$ cat config.mk
export PLATFORM = sky130hd
export DESIGN_NAME = bldc_drive
export DESIGN_NICKNAME = d
export VERILOG_FILES = /design/src/source/bldc_pkg.sv /design/src/source/commutation_if.sv /design/src/source/duty_if.sv /design/src/source/rotor_phase.sv /design/src/source/shift_add_multiplier.sv /design/src/source/duty_sequencer.sv /design/src/source/pwm_bank.sv /design/src/source/bldc_drive.sv
export SDC_FILE = /design/constraint.sdc
export NUM_CORES = 1
export LEC_CHECK = 0
export BUFFER_PORTS_ARGS = -buffer_cell sky130_fd_sc_hd__buf_2
export CAP_MARGIN = 20
export CELL_PAD_IN_SITES_DETAIL_PLACEMENT = 1
export CELL_PAD_IN_SITES_GLOBAL_PLACEMENT = 1
export CORE_UTILIZATION = 50
export DETAILED_ROUTE_END_ITERATION = 7
export MAX_ROUTING_LAYER = met4
export PLACE_DENSITY_LB_ADDON = 0.1
export SLEW_MARGIN = 25
export SYNTH_ARGS = -nofsm -noshare
export SYNTH_HDL_FRONTEND = slang
export SYNTH_SLANG_ARGS = --single-unit
export TNS_END_PERCENT = 50
$ cat constraint.sdc
create_clock -name clk -period 7.7 [get_ports clk]
set_clock_uncertainty 0.15 [all_clocks]
set_input_delay 0.77 -clock clk [delete_from_list [all_inputs] [get_ports clk]]
set_output_delay 0.77 -clock clk [all_outputs]
set_load 0.1 [all_outputs]
$ cat src/source/bldc_pkg.sv
`default_nettype none

package bldc_pkg;

    typedef enum logic [1:0] {
        mode_run       = 2'd0,
        mode_calibrate = 2'd1,
        mode_test      = 2'd2
    } drive_mode_t; // code 3 falls back to run.

    localparam int table_len      = 64;
    localparam int quarter_turn   = table_len / 4;
    localparam int phase_v_shift  = table_len / 3;
    localparam int phase_w_shift  = table_len / 3 * 2;
    localparam int feedback_shift = 4; // feedback / 16.
    localparam int magnitude_max  = 100;
    localparam int pwm_prescale   = 4;
    localparam int pwm_period     = 256;

    typedef logic [5:0] table_idx_t;
    typedef logic [7:0] sine_t;
    typedef logic [7:0] magnitude_t;
    typedef logic [7:0] duty_t;

    // one electrical period, centred on 127.
    localparam sine_t sine_table [0:table_len-1] = '{
        8'd127, 8'd139, 8'd151, 8'd163, 8'd175, 8'd186, 8'd197, 8'd207,
        8'd216, 8'd225, 8'd232, 8'd239, 8'd244, 8'd248, 8'd251, 8'd253,
        8'd254, 8'd253, 8'd251, 8'd248, 8'd244, 8'd239, 8'd232, 8'd225,
        8'd216, 8'd207, 8'd197, 8'd186, 8'd175, 8'd163, 8'd151, 8'd139,
        8'd127, 8'd114, 8'd102, 8'd90,  8'd78,  8'd67,  8'd56,  8'd46,
        8'd37,  8'd28,  8'd21,  8'd14,  8'd9,   8'd5,   8'd2,   8'd0,
        8'd0,   8'd0,   8'd2,   8'd5,   8'd9,   8'd14,  8'd21,  8'd28,
        8'd37,  8'd46,  8'd56,  8'd67,  8'd78,  8'd90,  8'd102, 8'd114
    };

endpackage

`default_nettype wire

$ cat src/source/commutation_if.sv
`timescale 1ns/1ps
`default_nettype none

interface commutation_if;

    bldc_pkg::table_idx_t idx_u;
    bldc_pkg::table_idx_t idx_v;
    bldc_pkg::table_idx_t idx_w;
    bldc_pkg::magnitude_t magnitude; // percent, 0 to 100.

    modport source (output idx_u, idx_v, idx_w, magnitude);
    modport sink (input idx_u, idx_v, idx_w, magnitude);

endinterface

`default_nettype wire

$ cat src/source/duty_if.sv
`timescale 1ns/1ps
`default_nettype none

interface duty_if;

    bldc_pkg::duty_t duty_u;
    bldc_pkg::duty_t duty_v;
    bldc_pkg::duty_t duty_w;
    logic            update; // end of a three-phase round.

    modport source (output duty_u, duty_v, duty_w, update);
    modport sink (input duty_u, duty_v, duty_w, update);

endinterface

`default_nettype wire

$ cat src/source/rotor_phase.sv
`timescale 1ns/1ps
`default_nettype none

module rotor_phase (
    input  logic                  clk,
    input  logic                  rst_n,
    input  bldc_pkg::drive_mode_t mode,
    input  logic signed [15:0]    velocity,
    input  logic signed [7:0]     offset,
    input  logic [15:0]           feedback,
    commutation_if.source         cmt
);

    bldc_pkg::table_idx_t base;
    bldc_pkg::table_idx_t offs;
    bldc_pkg::table_idx_t lead;
    bldc_pkg::table_idx_t idx_u;
    logic [15:0]          vel_abs;

    assign base = bldc_pkg::table_idx_t'(feedback >> bldc_pkg::feedback_shift);
    assign offs = bldc_pkg::table_idx_t'(offset); // modulo 64.

    // reverse direction leads by a quarter turn, forward lags.
    assign lead = velocity[15] ? bldc_pkg::table_idx_t'(bldc_pkg::quarter_turn)
                               : bldc_pkg::table_idx_t'(bldc_pkg::table_len -
                                                        bldc_pkg::quarter_turn);

    always_comb begin
        case (mode)
            bldc_pkg::mode_test:      idx_u = offs;
            bldc_pkg::mode_calibrate: idx_u = base + offs;
            default:                  idx_u = base + offs + lead;
        endcase
    end

    assign vel_abs = velocity[15] ? 16'(-velocity) : 16'(velocity);

    always_ff @(posedge clk) begin
        if (!rst_n) begin
            cmt.idx_u     <= '0;
            cmt.idx_v     <= '0;
            cmt.idx_w     <= '0;
            cmt.magnitude <= '0;
        end else begin
            cmt.idx_u <= idx_u;
            cmt.idx_v <= idx_u + bldc_pkg::table_idx_t'(bldc_pkg::phase_v_shift);
            cmt.idx_w <= idx_u + bldc_pkg::table_idx_t'(bldc_pkg::phase_w_shift);
            if (vel_abs > 16'(bldc_pkg::magnitude_max)) begin
                cmt.magnitude <= bldc_pkg::magnitude_t'(bldc_pkg::magnitude_max);
            end else begin
                cmt.magnitude <= bldc_pkg::magnitude_t'(vel_abs);
            end
        end
    end

endmodule

`default_nettype wire

$ cat src/source/shift_add_multiplier.sv
`timescale 1ns/1ps
`default_nettype none

module shift_add_multiplier (
    input  logic        clk,
    input  logic        rst_n,
    input  logic        load,
    input  logic [7:0]  a,
    input  logic [7:0]  b,
    output logic        valid,
    output logic [15:0] product
);

    logic [15:0] pp [8];
    logic [15:0] pp_sum;
    logic        load_d;

    // stage 1: one shifted copy of b per set bit of a.
    always_ff @(posedge clk) begin
        if (load) begin
            for (int i = 0; i < 8; i++) begin
                pp[i] <= a[i] ? ({8'b0, b} << i) : 16'b0;
            end
        end
    end

    always_comb begin
        pp_sum = '0;
        for (int i = 0; i < 8; i++) begin
            pp_sum = pp_sum + pp[i];
        end
    end

    // stage 2: sum, valid lines up with it.
    always_ff @(posedge clk) begin
        if (load_d) begin
            product <= pp_sum;
        end
    end

    always_ff @(posedge clk) begin
        if (!rst_n) begin
            load_d <= 1'b0;
            valid  <= 1'b0;
        end else begin
            load_d <= load;
            valid  <= load_d;
        end
    end

endmodule

`default_nettype wire

$ cat src/source/duty_sequencer.sv
`timescale 1ns/1ps
`default_nettype none

module duty_sequencer (
    input  logic        clk,
    input  logic        rst_n,
    commutation_if.sink cmt,
    duty_if.source      duty
);

    logic [1:0]           phase; // phase in flight, 0 = u.
    logic [1:0]           next_phase;
    logic                 busy;
    logic                 issue;
    bldc_pkg::table_idx_t next_idx;
    logic                 load;
    logic [7:0]           op_a;
    logic [7:0]           op_b;
    logic                 valid;
    logic [15:0]          product;
    bldc_pkg::duty_t      scaled;

    shift_add_multiplier i_mult (
        .clk     (clk),
        .rst_n   (rst_n),
        .load    (load),
        .a       (op_a),
        .b       (op_b),
        .valid   (valid),
        .product (product)
    );

    // next load goes out in the same cycle the previous product lands.
    assign issue      = !busy || valid;
    assign next_phase = !busy ? phase : (phase == 2'd2 ? 2'd0 : phase + 2'd1);
    assign scaled     = bldc_pkg::duty_t'(product / 16'(bldc_pkg::magnitude_max));

    always_comb begin
        case (next_phase)
            2'd0:    next_idx = cmt.idx_u;
            2'd1:    next_idx = cmt.idx_v;
            default: next_idx = cmt.idx_w;
        endcase
    end

    always_ff @(posedge clk) begin
        if (issue) begin
            op_a <= bldc_pkg::sine_table[next_idx];
            op_b <= cmt.magnitude;
        end
    end

    always_ff @(posedge clk) begin
        if (!rst_n) begin
            phase       <= 2'd0;
            busy        <= 1'b0;
            load        <= 1'b0;
            duty.duty_u <= '0;
            duty.duty_v <= '0;
            duty.duty_w <= '0;
            duty.update <= 1'b0;
        end else begin
            load        <= issue;
            duty.update <= 1'b0;
            if (issue) begin
                phase <= next_phase;
                busy  <= 1'b1;
            end
            if (busy && valid) begin
                case (phase)
                    2'd0: duty.duty_u <= scaled;
                    2'd1: duty.duty_v <= scaled;
                    default: begin
                        duty.duty_w <= scaled;
                        duty.update <= 1'b1; // round complete.
                    end
                endcase
            end
        end
    end

endmodule

`default_nettype wire

$ cat src/source/pwm_bank.sv
`timescale 1ns/1ps
`default_nettype none

module pwm_bank (
    input  logic   clk,
    input  logic   rst_n,
    input  logic   enable,
    duty_if.sink   duty,
    output logic   en,
    output logic   u,
    output logic   v,
    output logic   w
);

    localparam int presc_w = $clog2(bldc_pkg::pwm_prescale);
    localparam int count_w = $clog2(bldc_pkg::pwm_period);

    logic [presc_w-1:0] presc;
    logic               tick;
    logic [count_w-1:0] count;
    logic               wrap;
    bldc_pkg::duty_t    duty_u_q;
    bldc_pkg::duty_t    duty_v_q;
    bldc_pkg::duty_t    duty_w_q;

    assign tick = (presc == presc_w'(bldc_pkg::pwm_prescale - 1));
    assign wrap = tick && (count == count_w'(bldc_pkg::pwm_period - 1));

    always_ff @(posedge clk) begin
        if (!rst_n) begin
            presc    <= '0;
            count    <= '0;
            duty_u_q <= '0;
            duty_v_q <= '0;
            duty_w_q <= '0;
            en       <= 1'b0;
        end else begin
            en    <= enable;
            presc <= tick ? '0 : presc + 1'b1;
            if (tick) begin
                count <= count + 1'b1; // wraps at 256.
            end
            if (wrap) begin
                duty_u_q <= duty.duty_u; // new duty only at period start.
                duty_v_q <= duty.duty_v;
                duty_w_q <= duty.duty_w;
            end
        end
    end

    // high for the first duty ticks of the period.
    assign u = en && (count < duty_u_q);
    assign v = en && (count < duty_v_q);
    assign w = en && (count < duty_w_q);

endmodule

`default_nettype wire

$ cat src/source/bldc_drive.sv
`timescale 1ns/1ps
`default_nettype none

module bldc_drive (
    input  logic                  clk,
    input  logic                  rst_n,
    input  logic                  enable,
    input  bldc_pkg::drive_mode_t mode,
    input  logic signed [15:0]    velocity,
    input  logic signed [7:0]     offset,
    input  logic [15:0]           feedback,
    output logic                  en,
    output logic                  u,
    output logic                  v,
    output logic                  w
);

    commutation_if cmt ();
    duty_if        duty ();

    rotor_phase i_rotor_phase (
        .clk      (clk),
        .rst_n    (rst_n),
        .mode     (mode),
        .velocity (velocity),
        .offset   (offset),
        .feedback (feedback),
        .cmt      (cmt.source)
    );

    duty_sequencer i_duty_sequencer (
        .clk   (clk),
        .rst_n (rst_n),
        .cmt   (cmt.sink),
        .duty  (duty.source)
    );

    pwm_bank i_pwm_bank (
        .clk    (clk),
        .rst_n  (rst_n),
        .enable (enable),
        .duty   (duty.sink),
        .en     (en),
        .u      (u),
        .v      (v),
        .w      (w)
    );

endmodule

`default_nettype wire

== Yosys cells after proc, flatten, opt, wreduce, memory -nomap -nowiden ==
Memories as Yosys holds them, arrays and structs flattened. A register that Yosys moved wholly into a read port is not among the register bits.
Index checks and enable logic that the tools add are counted.

* Flip-flop bits (word level): 115
* RAM bits: 120
* ROM bits: 512
* Logic and storage cells: 85
* Memories: 2

* $add $sub $neg: 15
* Divide/modulo/power cells: 1
* Order comparisons: 4
* Equal/unequal tests: 7
* Mux-type cells: 17
* Bitwise logic cells: 3
* Reductions and logical operators: 15

{| class="wikitable"
|+ Memories
! memory !! words !! width !! rd ports !! clocked after Yosys merged registers in !! write ports !! RTL line !! text
|-
| (no name shown) || 64 || 8 || 1 || 1 || 0 || duty_sequencer.sv:48 || <nowiki>op_a <= bldc_pkg::sine_table[next_idx];</nowiki>
|-
| i_duty_sequencer.i_mult.pp || 8 || 15 || 8 || 0 || 8 || shift_add_multiplier.sv:14 || <nowiki>logic [15:0] pp [8];</nowiki>
|}

{| class="wikitable"
|+ Operator list
! operator !! number
|-
| adder 16 bit || 7
|-
| < comparator 8 bit || 3
|-
| case mux 6 bit (2 select lines) || 2
|-
| divider 16 x 7 -> 16 bit (second input constant) || 1
|-
| greater-than comparator 16 x 7 -> 1 bit (second input constant) || 1
|-
| two-way mux 16 bit || 1
|-
| negation 16 bit || 1
|-
| two-way mux 15 bit || 1
|-
| two-way mux 14 bit || 1
|-
| two-way mux 13 bit || 1
|-
| adder 6 bit || 2
|-
| two-way mux 12 bit || 1
|-
| two-way mux 11 bit || 1
|-
| two-way mux 10 bit || 1
|-
| two-way mux 9 bit || 1
|-
| adder 8 x 1 -> 8 bit (second input constant) || 1
|-
| equality test 8 bit (second input constant) || 1
|-
| two-way mux 8 bit || 1
|-
| two-way mux 7 bit || 1
|-
| inverter 6 -> 7 bit || 1
|-
| adder 6 x 5 -> 6 bit (second input constant) || 1
|-
| adder 6 bit (second input constant) || 1
|-
| equality test 2 x 1 -> 1 bit (second input constant) || 3
|-
| equality test 2 bit (second input constant) || 3
|-
| other kinds (11) || 24
|}

== Logic depth before layout (Yosys ltp) ==
An unclocked memory read counts as a cell.

* Word-level depth: 8
* Gate-level depth with buffers: 26

== By module ==
Synthesis repeated with hierarchy kept, for this count alone.

* Cells, all modules: 1,303
* Area, all modules: 12,911.1 um2

{| class="wikitable"
|+ By module, submodules not included
! module !! instances !! cells an instance !! area each (um2) !! sequential area each (um2)
|-
| duty_sequencer || 1 || 581 || 4,774.6 || 1,061.0
|-
| shift_add_multiplier || 1 || 325 || 4,560.6 || 2,442.3
|-
| pwm_bank || 1 || 217 || 1,974.4 || 700.7
|-
| rotor_phase || 1 || 180 || 1,601.5 || 500.5
|}

== Least setup slack after synthesis ==
No wires, ideal clock.

* Path kind: reg-to-reg
* From: register i_duty_sequencer.i_mult.product[12]
* To: register i_duty_sequencer.duty.duty_v[0]
* Library setup time: 132 ps
* Data arrival time: 5,505 ps
* Required time: 7,418 ps
* Setup slack: 1,913 ps
* Cell stages (with the launch flop): 24
* Period minus slack after synthesis: 5,787 ps
* Cell sequence: edfxtp_1 > buf_6 > or2_4 > or2_4 > a31oi_4 > mux2i_2 > a221o_1 > o2111ai_2 > xnor2_2 > and3_1 > a31oi_2 > o211a_1 > or4_1 > o211a_1 > buf_6 > or4_1 > nand4_1 > o211a_4 > a21oi_4 > maj3_2 > o21ai_1 > nand2_1 > a211oi_2 > a21oi_1

* Cells in the longest elaborated chain, start to end: 1

{| class="wikitable"
|+ RTL lines
! what !! RTL line !! text
|-
| from (decl) || shift_add_multiplier.sv:11 || <nowiki>output logic [15:0] product</nowiki>
|-
| from (signal assigned) || shift_add_multiplier.sv:37 || <nowiki>product <= pp_sum;</nowiki>
|-
| divider 16 x 7 -> 16 bit || duty_sequencer.sv:36 || <nowiki>assign scaled = bldc_pkg::duty_t'(product / 16'(bldc_pkg::magnitude_max));</nowiki>
|-
| to (signal assigned) || duty_sequencer.sv:72 || <nowiki>2'd1: duty.duty_v <= scaled;</nowiki>
|-
| to (decl) || duty_if.sv:11 || <nowiki>modport source (output duty_u, duty_v, duty_w, update);</nowiki>
|}

Every way passes these cells.
A chain may end at the register's enable or synchronous reset.

== Final worst setup path ==
* From: register i_duty_sequencer.i_mult.product[12]
* To: register i_duty_sequencer.duty.duty_w[0]

* Cells in the longest elaborated chain, start to end: 1

{| class="wikitable"
|+ RTL lines
! what !! RTL line !! text
|-
| divider 16 x 7 -> 16 bit || duty_sequencer.sv:36 ||
|-
| to (signal assigned) || duty_sequencer.sv:74 || <nowiki>duty.duty_w <= scaled;</nowiki>
|-
| to (decl) || duty_if.sv:11 ||
|}

Every way passes these cells.

==> impl_metrics.json <==
{
  "drt-pass1-iter-count": 4,
  "tns_ns": 0,
  "final_antenna_net_count": 0,
  "placed_cell_area_mm2": 0.0122,
  "layout_min_cycle_time_ns": 7.02,
  "io-pin-count": 49,
  "yosysMostFrequentCell": "nand2_1",
  "track_usage": 0.244,
  "post-route-drc-count": 0,
  "clkSlewWorstSetupHoldPaths_ns": 0.08,
  "die_w_um": 156,
  "drtIter0Drc": 480,
  "period_share": 0.912,
  "cts_htree_levels": 4,
  "clkSinkCount": 183,
  "worstPathRequired_ns": 7.85,
  "drv_slew": 0,
  "cts_max_path_buffers": 2,
  "area_growth_syn_to_layout_pct": 8.28,
  "syn_area_mm2": 0.0118,
  "relSlewSlack": 0.335,
  "avgSynthCellArea_um2": 9.92,
  "initial_utilization": 0.517,
  "critPathKind": "flop to flop",
  "top_regs": "i_duty_sequencer.i_mult.pp (63), i_duty_sequencer.i_mult.product (14)",
  "critPathSlowestCell": "a221oi_2",
  "yosys_warnings": 0,
  "wirelength_um": 26900,
  "synth-edff-count": 93,
  "drv_cap": 0,
  "dr_total_vias": 8756,
  "diodes": 0,
  "clk_latency_ns": 0.44,
  "worst-path-buf-inv": 1,
  "die_h_um": 156,
  "max_freq_mhz": 142,
  "syn_nets": 1351,
  "vias_per_cell": 5.75,
  "synth_cells": 1194,
  "synth_commonest_cells": "107 x nand2_1, 95 x nor2_1, 93 x edfxtp_1",
  "ys.flop_type": "edfxtp_1",
  "cts_tree": "built",
  "gp_congestion": 0.792,
  "dpl.hpwl_um": 19000,
  "stdcell_area_mm2": 0.0128,
  "rsz0062_at_grt": "false",
  "antenna_found_initial": 0,
  "grt_pass1_vias": 9166,
  "fillers": 2585,
  "slowest_delay_ns": 0.73,
  "pre_cts_slack_ns": 0.676,
  "port_buffers": 36,
  "ys_async_sr_fraction": 0,
  "layout.nets": 1354,
  "synthTopCellsByArea": "edfxtp_1 24%, dfxtp_1 15%, ha_1 7.7%",
  "grt_max_degree": 69,
  "grt.overflow.total": 0,
  "seq_area_frac_synth": 0.388,
  "crit_arrival_ns": 7.17,
  "cts_hold_buffers": 0,
  "cts_resized": 0,
  "grt_pass1_wl_um": 45800,
  "synth_top_area_frac": 0.236,
  "hp-class": "flop to flop",
  "postCtsSetupRepairBufs": 0,
  "worstMarginPinSlew_ns": 0.995,
  "post_drt_wl_per_cell_um": 17.7,
  "die_area_mm2": 0.0243,
  "largest_register_ffs": 63,
  "cts_root_buf": "clkbuf_16",
  "status": "finished, final reports clean",
  "ys_types": 107,
  "crit_family": "compound AO/OA/AOI/OAI gates",
  "setup_viol": 0,
  "rows": 55,
  "numCtsBuffers": 17,
  "core_area_mm2": 0.0229,
  "setup_slack_ns": 0.679,
  "path_cells": "nand2b_1 -> o311a_1 -> a31oi_4 -> mux2i_2 -> a211oi_2 -> o211a_2 -> o21a_1 -> o21ai_1 -> o21ai_1 -> a31oi_2 -> a22oi_1 -> a221oi_2 -> o31a_1 -> xnor2_4 -> nor2_2 -> a21boi_2 -> inv_2 -> a221oi_1 -> nor2b_1 -> a211oi_2 -> a21oi_1",
  "crit_path_end_kind": "flop",
  "hold_viol": 0,
  "synth-seq-cells": 183,
  "path_max_fanout": 20,
  "drive_above_1_share": 0.121,
  "top_register": "i_duty_sequencer.i_mult.pp",
  "startpoint_type": "flop",
  "yosysTopAreaCell": "edfxtp_1",
  "fin_util": 0.559
}
==> path summary, 6_finish.rpt <==
path	end	cells after the start	slack (ns)	from
hold / removal	i_duty_sequencer.op_b[3]	0	0.26	i_rotor_phase.cmt.magnitude[3]
hold reg to reg	i_duty_sequencer.op_b[3]	0	0.26	i_rotor_phase.cmt.magnitude[3]
setup / recovery	i_duty_sequencer.duty.duty_w[0]	21	0.68	i_duty_sequencer.i_mult.product[12]
setup reg to reg	i_duty_sequencer.duty.duty_w[0]	21	0.68	i_duty_sequencer.i_mult.product[12]
==> cell type report <==
class / count / area, µm² / share of cell area
Multi-Input combinational cell: 895 / 6790 / 0.529
Timing Repair Buffer: 43 / 233 / 0.0182
Clock inverter: 14 / 173 / 0.0135
Tap cell: 313 / 392 / 0.0305
Inverter: 57 / 214 / 0.0167
Clock buffer: 18 / 429 / 0.0335
Sequential cell: 183 / 4600 / 0.358
==> worst reg2reg max path, delay by kind of cell, from the launching register on <==
kind,cells,cell delay [ns]
AOI/OAI and AO/OA,15,4.80
and+or+nand+nor,3,0.50
muxes,1,0.56
DFF,1,0.64
xor gates and xnor gates,1,0.21
buffers and inverters,1,0.04
==> stage by stage <==
stage                     hold WS (ns)  cells
after CTS                        0.259   1523
after global placement           0.236   1491
after floorplan                  0.236   1194
after detailed placement         0.240   1491
final                            0.261   1523
after global routing             0.264   1523
==> routing by layer <==
metal | GRT usage | routed length, µm | vias to the layer above
li1 | - | - | 4290
met2 | 0.419 | 13700 | 103
met3 | 0.0292 | 507 | 30
met1 | 0.303 | 12300 | 4333
met5 | - | 0 | -
met4 | 0.0677 | 405 | 0
==> cells in the final DEF (no fill, tap or decap), types with 15 or more instances in the layout <==
cell type	instances
a211oi_1	27
a21oi_1	90
and2_1	78
buf_2	36
clkbuf_16	17
dfxtp_1	89
edfxtp_1	93
fa_1	39
ha_1	73
inv_1	55
nand2_1	107
nand2b_1	17
nand3_1	15
nor2_1	95
nor3_1	21
o21ai_0	37
xnor2_1	28
xor2_1	15
==> cell families after synthesis <==
| kind of cell | synth area share |
|---|---|
| xor+xnor | 0.0383 |
| buf+inv | 0.0399 |
| flops | 0.388 |
| other cells | 0.000317 |
| mux | 0.0353 |
| fa+ha+maj | 0.146 |
| simple gates | 0.177 |
| compound gates | 0.176 |
Power is not shown: default switching activity piles up to over one toggle a cycle in this logic, so the estimate is an artifact.
